[src/rtl/ethpipe_pkg.sv]
package ethpipe_pkg;

  // --------------------------------------------------
  // Queue sizing
  // --------------------------------------------------
  localparam int Q_DEPTH     = 64;
  localparam int Q_CNT_W     = 7;
  // Enough room for a 44-byte frame plus its header
  localparam int RX_MIN_FREE = 24;

  // --------------------------------------------------
  // Register map, in 16-bit words of the slave address
  // --------------------------------------------------
  localparam logic [5:0] REG_CNT0     = 6'h02;
  localparam logic [5:0] REG_CNT1     = 6'h03;
  localparam logic [5:0] REG_CNT2     = 6'h04;
  localparam logic [5:0] REG_CNT3     = 6'h05;
  localparam logic [5:0] REG_STATUS   = 6'h08;
  localparam logic [5:0] REG_LEN_LO   = 6'h0A;
  localparam logic [5:0] REG_LEN_HI   = 6'h0B;
  localparam logic [5:0] REG_START_LO = 6'h10;
  localparam logic [5:0] REG_START_HI = 6'h11;
  localparam logic [5:0] REG_CUR_LO   = 6'h12;
  localparam logic [5:0] REG_CUR_HI   = 6'h13;
  localparam logic [5:0] REG_DROPS    = 6'h1C;

  localparam logic [21:0] DMA_LEN_RST   = 22'h01_0000;
  localparam logic [31:0] DMA_START_RST = 32'h1000_0000;

  // FSM encodings
  localparam logic [1:0] FR_IDLE     = 2'd0;
  localparam logic [1:0] FR_ACCEPT   = 2'd1;
  localparam logic [1:0] FR_DISCARD  = 2'd2;
  localparam logic [1:0] WR_IDLE     = 2'd0;
  localparam logic [1:0] WR_REQ      = 2'd1;
  localparam logic [1:0] WR_WAIT_LOW = 2'd2;

  // --------------------------------------------------
  // Queue entry
  // --------------------------------------------------
  typedef enum logic [1:0] {
    TAG_HDR      = 2'd0,
    TAG_DATA     = 2'd1,
    TAG_LAST     = 2'd2,
    TAG_LAST_ODD = 2'd3
  } entry_tag_e;

  typedef union packed {
    struct packed {
      logic [15:0] timestamp;
    } hdr;
    struct packed {
      logic [7:0] byte_hi;
      logic [7:0] byte_lo;
    } dat;
  } entry_body_u;

  typedef struct packed {
    entry_tag_e  tag;
    entry_body_u body;
  } rx_entry_t;

  // Slave bus request
  typedef struct packed {
    logic        ce;
    logic        we;
    logic [5:0]  adr;
    logic [1:0]  sel;
    logic [15:0] dat;
  } slv_req_t;

  // Host write command, byte address
  typedef struct packed {
    logic [31:0] addr;
    logic [15:0] dat;
  } mst_cmd_t;

endpackage

[src/rtl/gmii_rx_framer.sv]
module gmii_rx_framer (
  input  logic                            clk_125,
  input  logic                            sys_rst,
  input  logic                            gmii_rx_dv_i,
  input  logic [7:0]                      gmii_rxd_i,
  input  logic [63:0]                     global_counter_i,
  input  logic [ethpipe_pkg::Q_CNT_W-1:0] q_count_i,
  output ethpipe_pkg::rx_entry_t          q_din_o,
  output logic                            q_wr_en_o,
  output logic                            drop_pulse_o
);
  import ethpipe_pkg::*;

  logic [1:0]  state;
  logic [15:0] ts_q;
  logic [7:0]  hi_byte;
  logic        have_hi;
  logic [15:0] pair_q;
  logic        pair_valid;
  logic        hdr_pend;
  logic        last_pend;
  entry_tag_e  last_tag;
  logic        frame_fits;

  assign frame_fits = q_count_i <= Q_CNT_W'(Q_DEPTH - RX_MIN_FREE);

  always_ff @(posedge clk_125) begin
    if (sys_rst) begin
      state        <= FR_IDLE;
      have_hi      <= 1'b0;
      pair_valid   <= 1'b0;
      hdr_pend     <= 1'b0;
      last_pend    <= 1'b0;
      drop_pulse_o <= 1'b0;
    end else begin
      hdr_pend     <= 1'b0;
      last_pend    <= 1'b0;
      pair_valid   <= 1'b0;
      drop_pulse_o <= 1'b0;
      case (state)
        FR_IDLE: begin
          if (gmii_rx_dv_i) begin
            if (frame_fits) begin
              hdr_pend <= 1'b1;
              have_hi  <= 1'b1;
              state    <= FR_ACCEPT;
            end else begin
              drop_pulse_o <= 1'b1;
              state        <= FR_DISCARD;
            end
          end
        end
        FR_ACCEPT: begin
          if (gmii_rx_dv_i) begin
            pair_valid <= have_hi;
            have_hi    <= ~have_hi;
          end else begin
            last_pend <= 1'b1;
            have_hi   <= 1'b0;
            state     <= FR_IDLE;
          end
        end
        FR_DISCARD: begin
          if (!gmii_rx_dv_i)
            state <= FR_IDLE;
        end
        default: state <= FR_IDLE;
      endcase
    end
  end

  // Byte pairing and timestamp capture
  always_ff @(posedge clk_125) begin
    if (state == FR_IDLE && gmii_rx_dv_i)
      ts_q <= global_counter_i[15:0];
    if (gmii_rx_dv_i && !have_hi)
      hi_byte <= gmii_rxd_i;
    if (state == FR_ACCEPT) begin
      if (have_hi)
        pair_q <= {hi_byte, gmii_rx_dv_i ? gmii_rxd_i : 8'h00};
      if (!gmii_rx_dv_i)
        last_tag <= have_hi ? TAG_LAST_ODD : TAG_LAST;
    end
  end

  // A held pair goes out as data once the frame is seen to continue
  always_comb begin
    q_wr_en_o = hdr_pend | last_pend | (pair_valid & gmii_rx_dv_i);
    if (hdr_pend) begin
      q_din_o.tag                = TAG_HDR;
      q_din_o.body.hdr.timestamp = ts_q;
    end else begin
      q_din_o.tag                = last_pend ? last_tag : TAG_DATA;
      q_din_o.body.dat.byte_hi   = pair_q[15:8];
      q_din_o.body.dat.byte_lo   = pair_q[7:0];
    end
  end

  // Admission control keeps the queue from overflowing
  a_no_write_full: assert property (@(posedge clk_125) disable iff (sys_rst)
    q_wr_en_o |-> q_count_i != Q_CNT_W'(Q_DEPTH));

endmodule

[src/rtl/rx_word_fifo.sv]
module rx_word_fifo (
  input  logic                            clk_125,
  input  logic                            sys_rst,
  input  logic                            wr_en_i,
  input  ethpipe_pkg::rx_entry_t          din_i,
  input  logic                            rd_en_i,
  output ethpipe_pkg::rx_entry_t          dout_o,
  output logic                            empty_o,
  output logic [ethpipe_pkg::Q_CNT_W-1:0] count_o
);
  import ethpipe_pkg::*;

  rx_entry_t                    mem [Q_DEPTH];
  logic [$clog2(Q_DEPTH)-1:0]   wr_ptr;
  logic [$clog2(Q_DEPTH)-1:0]   rd_ptr;
  logic                         do_wr;
  logic                         do_rd;

  assign do_wr   = wr_en_i && count_o != Q_CNT_W'(Q_DEPTH);
  assign do_rd   = rd_en_i && !empty_o;
  assign empty_o = count_o == '0;

  // Show-ahead head entry
  assign dout_o = mem[rd_ptr];

  always_ff @(posedge clk_125) begin
    if (sys_rst) begin
      wr_ptr  <= '0;
      rd_ptr  <= '0;
      count_o <= '0;
    end else begin
      if (do_wr)
        wr_ptr <= wr_ptr + 1'b1;
      if (do_rd)
        rd_ptr <= rd_ptr + 1'b1;
      case ({do_wr, do_rd})
        2'b10:   count_o <= count_o + 1'b1;
        2'b01:   count_o <= count_o - 1'b1;
        default: count_o <= count_o;
      endcase
    end
  end

  always_ff @(posedge clk_125) begin
    if (do_wr)
      mem[wr_ptr] <= din_i;
  end

  a_no_read_empty: assert property (@(posedge clk_125) disable iff (sys_rst)
    rd_en_i |-> !empty_o);

endmodule

[src/rtl/dma_frame_writer.sv]
module dma_frame_writer (
  input  logic                   clk_125,
  input  logic                   sys_rst,
  input  ethpipe_pkg::rx_entry_t q_dout_i,
  input  logic                   q_empty_i,
  input  logic                   dma_enable_i,
  input  logic [31:0]            dma_start_i,
  input  logic [21:0]            dma_length_i,
  input  logic                   mst_ack_i,
  output logic                   q_rd_en_o,
  output ethpipe_pkg::mst_cmd_t  mst_cmd_o,
  output logic                   mst_req_o,
  output logic [31:0]            dma_cur_o,
  output logic                   frame_done_o
);
  import ethpipe_pkg::*;

  logic [1:0]  state;
  logic [21:0] offset;
  logic [21:0] offset_nxt;
  logic        enable_q;
  logic        cmd_last;
  logic [15:0] cmd_dat;

  // Pop only with ack low, and not on the cycle the enable rises
  assign q_rd_en_o = state == WR_IDLE && dma_enable_i && enable_q &&
                     !q_empty_i && !mst_ack_i;

  assign offset_nxt = (offset + 22'd2 >= dma_length_i) ? '0 : offset + 22'd2;
  assign dma_cur_o  = dma_start_i + {10'd0, offset};

  // --------------------------------------------------
  // Entry decode
  // --------------------------------------------------
  always_comb begin
    case (q_dout_i.tag)
      TAG_HDR:      cmd_dat = q_dout_i.body.hdr.timestamp;
      TAG_LAST_ODD: cmd_dat = {q_dout_i.body.dat.byte_hi, 8'h00};
      default:      cmd_dat = {q_dout_i.body.dat.byte_hi, q_dout_i.body.dat.byte_lo};
    endcase
  end

  // --------------------------------------------------
  // Four-phase handshake
  // --------------------------------------------------
  always_ff @(posedge clk_125) begin
    if (sys_rst) begin
      state        <= WR_IDLE;
      mst_req_o    <= 1'b0;
      frame_done_o <= 1'b0;
      offset       <= '0;
      enable_q     <= 1'b0;
    end else begin
      enable_q     <= dma_enable_i;
      frame_done_o <= 1'b0;
      if (dma_enable_i && !enable_q)
        offset <= '0;
      case (state)
        WR_IDLE: begin
          if (q_rd_en_o) begin
            offset    <= offset_nxt;
            mst_req_o <= 1'b1;
            state     <= WR_REQ;
          end
        end
        WR_REQ: begin
          if (mst_ack_i) begin
            mst_req_o <= 1'b0;
            state     <= WR_WAIT_LOW;
          end
        end
        WR_WAIT_LOW: begin
          if (!mst_ack_i) begin
            frame_done_o <= cmd_last;
            state        <= WR_IDLE;
          end
        end
        default: state <= WR_IDLE;
      endcase
    end
  end

  // Command held for the whole handshake
  always_ff @(posedge clk_125) begin
    if (q_rd_en_o) begin
      mst_cmd_o.addr <= dma_cur_o;
      mst_cmd_o.dat  <= cmd_dat;
      cmd_last       <= q_dout_i.tag == TAG_LAST || q_dout_i.tag == TAG_LAST_ODD;
    end
  end

  a_cmd_stable: assert property (@(posedge clk_125) disable iff (sys_rst)
    mst_req_o && !mst_ack_i |=> $stable(mst_cmd_o));

endmodule

[src/rtl/mmio_regs.sv]
module mmio_regs (
  input  logic                  clk_125,
  input  logic                  sys_rst,
  input  ethpipe_pkg::slv_req_t slv_req_i,
  input  logic [31:0]           dma_cur_i,
  input  logic                  frame_done_i,
  input  logic                  drop_pulse_i,
  output logic [15:0]           slv_dat_o,
  output logic [63:0]           global_counter_o,
  output logic                  dma_enable_o,
  output logic [31:0]           dma_start_o,
  output logic [21:0]           dma_length_o,
  output logic                  sys_intr_o
);
  import ethpipe_pkg::*;

  logic [7:0]  dma_status;
  logic [15:0] drops;
  logic [15:0] rd_word;
  logic        wr_cyc;
  logic        rd_cyc;

  assign wr_cyc       = slv_req_i.ce & slv_req_i.we;
  assign rd_cyc       = slv_req_i.ce & ~slv_req_i.we;
  assign dma_enable_o = dma_status[0];
  assign sys_intr_o   = dma_status[3];

  always_ff @(posedge clk_125) begin
    if (sys_rst)
      global_counter_o <= '0;
    else
      global_counter_o <= global_counter_o + 64'd1;
  end

  // --------------------------------------------------
  // Read decode, low byte of each field in bits 15:8
  // --------------------------------------------------
  always_comb begin
    case (slv_req_i.adr)
      REG_CNT0:     rd_word = {global_counter_o[7:0], global_counter_o[15:8]};
      REG_CNT1:     rd_word = {global_counter_o[23:16], global_counter_o[31:24]};
      REG_CNT2:     rd_word = {global_counter_o[39:32], global_counter_o[47:40]};
      REG_CNT3:     rd_word = {global_counter_o[55:48], global_counter_o[63:56]};
      REG_STATUS:   rd_word = {dma_status, 8'h00};
      REG_LEN_LO:   rd_word = {dma_length_o[7:0], dma_length_o[15:8]};
      REG_LEN_HI:   rd_word = {2'b00, dma_length_o[21:16], 8'h00};
      REG_START_LO: rd_word = {dma_start_o[7:0], dma_start_o[15:8]};
      REG_START_HI: rd_word = {dma_start_o[23:16], dma_start_o[31:24]};
      REG_CUR_LO:   rd_word = {dma_cur_i[7:0], dma_cur_i[15:8]};
      REG_CUR_HI:   rd_word = {dma_cur_i[23:16], dma_cur_i[31:24]};
      REG_DROPS:    rd_word = {drops[7:0], drops[15:8]};
      default:      rd_word = 16'h0000;
    endcase
  end

  always_ff @(posedge clk_125) begin
    if (sys_rst)
      slv_dat_o <= 16'h0000;
    else if (rd_cyc)
      slv_dat_o <= rd_word;
  end

  // --------------------------------------------------
  // Writable registers
  // --------------------------------------------------
  always_ff @(posedge clk_125) begin
    if (sys_rst) begin
      dma_status   <= 8'h00;
      dma_length_o <= DMA_LEN_RST;
      dma_start_o  <= DMA_START_RST;
      drops        <= 16'h0000;
    end else begin
      if (wr_cyc) begin
        case (slv_req_i.adr)
          REG_STATUS: begin
            if (slv_req_i.sel[1])
              dma_status <= slv_req_i.dat[15:8];
          end
          REG_LEN_LO: begin
            // Lengths and addresses stay halfword aligned
            if (slv_req_i.sel[1])
              dma_length_o[7:0] <= {slv_req_i.dat[15:9], 1'b0};
            if (slv_req_i.sel[0])
              dma_length_o[15:8] <= slv_req_i.dat[7:0];
          end
          REG_LEN_HI: begin
            if (slv_req_i.sel[1])
              dma_length_o[21:16] <= slv_req_i.dat[13:8];
          end
          REG_START_LO: begin
            if (slv_req_i.sel[1])
              dma_start_o[7:0] <= {slv_req_i.dat[15:9], 1'b0};
            if (slv_req_i.sel[0])
              dma_start_o[15:8] <= slv_req_i.dat[7:0];
          end
          REG_START_HI: begin
            if (slv_req_i.sel[1])
              dma_start_o[23:16] <= slv_req_i.dat[15:8];
            if (slv_req_i.sel[0])
              dma_start_o[31:24] <= slv_req_i.dat[7:0];
          end
          default: ;
        endcase
      end
      // Frame done wins over a status write in the same cycle
      if (frame_done_i)
        dma_status[3] <= 1'b1;
      if (drop_pulse_i && drops != 16'hFFFF)
        drops <= drops + 16'd1;
    end
  end

endmodule

[src/rtl/ethpipe_lite.sv]
module ethpipe_lite (
  input  logic                  clk_125,
  input  logic                  sys_rst,
  input  logic                  gmii_rx_dv_i,
  input  logic [7:0]            gmii_rxd_i,
  input  ethpipe_pkg::slv_req_t slv_req_i,
  input  logic                  mst_ack_i,
  output logic [15:0]           slv_dat_o,
  output ethpipe_pkg::mst_cmd_t mst_cmd_o,
  output logic                  mst_req_o,
  output logic                  sys_intr_o
);
  import ethpipe_pkg::*;

  rx_entry_t          q_din;
  rx_entry_t          q_dout;
  logic               q_wr_en;
  logic               q_rd_en;
  logic               q_empty;
  logic [Q_CNT_W-1:0] q_count;
  logic [63:0]        global_counter;
  logic               drop_pulse;
  logic               dma_enable;
  logic [31:0]        dma_start;
  logic [21:0]        dma_length;
  logic [31:0]        dma_cur;
  logic               frame_done;

  gmii_rx_framer u_framer (
    .clk_125          (clk_125),
    .sys_rst          (sys_rst),
    .gmii_rx_dv_i     (gmii_rx_dv_i),
    .gmii_rxd_i       (gmii_rxd_i),
    .global_counter_i (global_counter),
    .q_count_i        (q_count),
    .q_din_o          (q_din),
    .q_wr_en_o        (q_wr_en),
    .drop_pulse_o     (drop_pulse)
  );

  rx_word_fifo u_rx_fifo (
    .clk_125 (clk_125),
    .sys_rst (sys_rst),
    .wr_en_i (q_wr_en),
    .din_i   (q_din),
    .rd_en_i (q_rd_en),
    .dout_o  (q_dout),
    .empty_o (q_empty),
    .count_o (q_count)
  );

  dma_frame_writer u_writer (
    .clk_125      (clk_125),
    .sys_rst      (sys_rst),
    .q_dout_i     (q_dout),
    .q_empty_i    (q_empty),
    .dma_enable_i (dma_enable),
    .dma_start_i  (dma_start),
    .dma_length_i (dma_length),
    .mst_ack_i    (mst_ack_i),
    .q_rd_en_o    (q_rd_en),
    .mst_cmd_o    (mst_cmd_o),
    .mst_req_o    (mst_req_o),
    .dma_cur_o    (dma_cur),
    .frame_done_o (frame_done)
  );

  mmio_regs u_regs (
    .clk_125          (clk_125),
    .sys_rst          (sys_rst),
    .slv_req_i        (slv_req_i),
    .dma_cur_i        (dma_cur),
    .frame_done_i     (frame_done),
    .drop_pulse_i     (drop_pulse),
    .slv_dat_o        (slv_dat_o),
    .global_counter_o (global_counter),
    .dma_enable_o     (dma_enable),
    .dma_start_o      (dma_start),
    .dma_length_o     (dma_length),
    .sys_intr_o       (sys_intr_o)
  );

endmodule

[config.mk]
export PLATFORM = sky130hd
export DESIGN_NAME = ethpipe_lite
export DESIGN_NICKNAME = d
export VERILOG_FILES = /design/src/rtl/ethpipe_pkg.sv /design/src/rtl/gmii_rx_framer.sv /design/src/rtl/rx_word_fifo.sv /design/src/rtl/dma_frame_writer.sv /design/src/rtl/mmio_regs.sv /design/src/rtl/ethpipe_lite.sv
export SDC_FILE = /design/constraint.sdc
export NUM_CORES = 2
export LEC_CHECK = 0
export BUFFER_PORTS_ARGS = -buffer_cell sky130_fd_sc_hd__buf_4
export CORE_UTILIZATION = 36
export DETAILED_ROUTE_END_ITERATION = 8
export GPL_TIMING_DRIVEN = 0
export PLACE_DENSITY = 0.6
export RECOVER_POWER = 25
export SKIP_CTS_REPAIR_TIMING = 1
export SLEW_MARGIN = 20
export SYNTH_ARGS = -nofsm -noshare
export SYNTH_HDL_FRONTEND = slang
export SYNTH_SLANG_ARGS = --single-unit
[constraint.sdc]
create_clock -name clk_125 -period 4.1 [get_ports clk_125]
set_input_delay 0.82 -clock clk_125 [delete_from_list [all_inputs] [get_ports clk_125]]
set_output_delay 0.82 -clock clk_125 [all_outputs]
set_load 0.01 [all_outputs]
==> metrics <==
fin util=42.8%; Max Slew Vio Count=around 470; Clock transition at path regs=0.06 ns; die area=approximately 170000 sq um; CP required=approximately 4.6 ns; Final nets=3816; sequential area share after synthesis=70.1%; clock buffer depth=3; area of the mapped netlist=just under 60000 sq um; Power Density=about 440 nW/um^2; GRT overflow=0; WL/cell=approximately 28 microns; Max Fclk=0.252 GHz; synth top area cells=edfxtp_1, mux4_2, dfxtp_1; leading area contributor after synthesis=edfxtp_1; DRC errors left=0; Clock Sink Count=1457; Startpoint Class=register; Worst EP arrival=4.47 ns; Routed WL=roughly 170000 microns; Vias=33500; synthesis-to-finish area growth=17.6%; Worst-Skew Late Latency=0.80 ns; Post-synth top cells=edfxtp_1, mux4_2, nor2_1; Core ar.=163000 sq um; max_cap viols=8; max incr delay on CP=0.62 ns; Final setup violation count=0; synth warn=0; Clock Tree Root=clkbuf_16; I/O Pins=~100; Post-synth ARST share=0%; Synth Net Count=3496; TritonCTS clock tree=done; Tcrit/Tclk final=97.0%; antenna violations before repair=14; Final ANT Viol Nets=0; relative slew slack=-69.4%; Slew @ Worst Pin=around 2.5 ns; layout cells sized above 1=22.9%; port bufs=101; 1st-iter DRT viols=about 3500; Final GP Congestion=~0.96; post-DR vias/cell=5.55; failing checks=capacitance limit, slew limit; Total Neg Setup Slack=0 ns; Synth top area share=62.8%; Die Width=408 microns; Crit-path slowest cell=clkbuf_2; die height=about 410 microns; type of the worst min-delay path=in -> reg; post-DP HPWL=114000 microns; Setup CP Type=reg -> reg; number of synthesized flops with an enable pin=1242; status=complete, but fails checks; Lkg Pwr=between 20 and 25 nW; distinct cell type count after synthesis=77; largest net degree at the start of global routing=65; crit path cell chain=clkbuf_1 > clkbuf_2 > clkbuf_1 > mux4_2 > mux4_2 > mux4_2; first-pass GRT wire length=238000 microns; row count=~150; CP endpoint kind=register; ys flop type=edfxtp_1; WP buf/inv=3; Final Skew=0.0625 ns; Top delay family on crit path=buffers and inverters; Peak supply drop=roughly 0.47 mV; Yosys reg bits=about 1500; Global Route Usage Sum=approximately 20%; Max H-tree Level=4; most frequent cell after synthesis=edfxtp_1; Post-Synthesis Cells=3401; most frequent CP cell=mux4_2; vias in the first global route=about 33000; starting density of the core=36.4%; syn avg cell area=17.4 sq um; flop2flop setup slack=0.12 ns; TritonRoute pass-1 iters=7; Crit Path Max Fanout=10; minimum clock period=3.98 ns; final hold vios=0; Num CTS Buffers=between 150 and 200
-- placed cells by master (no fill, tap or decap), drive strengths merged, types with 66 or more instances in the layout --
cell	netlist	layout
a21oi	106	106
buf	56	158
clkbuf	123	381
dfxtp	215	215
edfxtp	1242	1242
inv	75	82
mux4	376	376
nand2	165	165
nand3	88	88
nor2	252	252
xnor2	66	66
-- per-stage QoR --
| step | area [sq um] | power [mW] | std cells | worst slack (ns) | hold WS, ns |
|---|---|---|---|---|---|
| floorplan | 59300 | 16.8 | 3401 | 0.195 | 0.400 |
| global placement | 62800 | 17.1 | 5677 | -1.18 | 0.405 |
| detailed placement | 64700 | 17.2 | 5727 | -1.16 | 0.405 |
| CTS | 69800 | 31.1 | 6007 | -1.26 | 0.179 |
| global route | 69700 | 31.8 | 6021 | -0.0243 | 0.207 |
| finish | 69800 | 30.9 | 6027 | 0.124 | 0.244 |
-- final cells by class --
type / count / area [sq um]
Sequential cell: 1457 / 41600
Buffer: 178 / 762
Fill cell: 14300 / 93400
Clock inverter: 84 / 936
Multi-Input combinational cell: 1691 / 17300
Tap cell: 2175 / 2720
Inverter: 75 / 282
Antenna cell: 6 / 15.0
Timing Repair Buffer: 165 / 1950
Clock buffer: 196 / 4160
-- kinds of logic (layout without fill, tap and decap cells) --
logic type               Yosys count  count (layout)  share of synthesized area (%)
flip-flops                      1457            1457                           70.1
AND/OR/NAND/NOR                  738             738                           6.00
multiplexers                     452             452                           15.6
AO/OA/AOI/OAI                    327             328                           3.63
buffers and inverters            254             698                           1.72
XOR/XNOR                         116             116                           1.71
adder cells (fa/ha/maj)           57              57                           1.23
other                              0               6                              0
-- sequential cells by signal, summed over array words and instances, names as in the netlist, 2 cells and up, named ones only --
| signal | cells |
|---|---|
| u_framer.hi_byte | 8 |
| u_writer.mst_cmd_o | 48 |
| u_writer.state | 2 |
| u_framer.pair_q | 16 |
| u_framer.ts_q | 16 |
| u_rx_fifo.mem | 1152 |
| u_regs.drops | 16 |
| u_rx_fifo.rd_ptr | 6 |
| u_regs.slv_dat_o | 16 |
| u_regs.global_counter_o | 64 |
| u_framer.state | 2 |
| u_rx_fifo.count_o | 7 |
| u_rx_fifo.wr_ptr | 6 |
| u_regs.dma_start_o | 31 |
| u_writer.offset | 22 |
| u_regs.dma_length_o | 21 |
| u_regs.dma_status | 8 |
-- worst paths after layout --
| path | start | to | cells after the start |
|---|---|---|---|
| hold reg to reg | u_framer.hi_byte[1] | u_framer.pair_q[9] | 0 |
| hold / removal | gmii_rxd_i[2] | u_framer.hi_byte[2] | 1 |
| setup reg to reg | register | u_writer.mst_cmd_o[8] | 6 |
| setup / recovery | register | u_writer.mst_cmd_o[8] | 6 |
-- layer usage --
| metal | vias to the layer above | wire, microns | global-route usage [%] |
|---|---|---|---|
| li1 | 14300 | - | - |
| met2 | 1479 | 78000 | 31.2 |
| met1 | 17400 | 69400 | 27.1 |
| met3 | 279 | 13800 | 4.30 |
| met4 | 2 | 5550 | 6.61 |
| met5 | - | 11 | 0 |
-- power breakdown --
| group | total [mW] | internal, mW | switching (mW) | leakage [nW] |
|---|---|---|---|---|
| sequential | 16.2 | 16.2 | 0.0263 | 13.0 |
| clock | 14.0 | 8.07 | 5.98 | 2.49 |
| combinational | 0.687 | 0.147 | 0.540 | 6.46 |
Power figures use the tool's default switching activity.
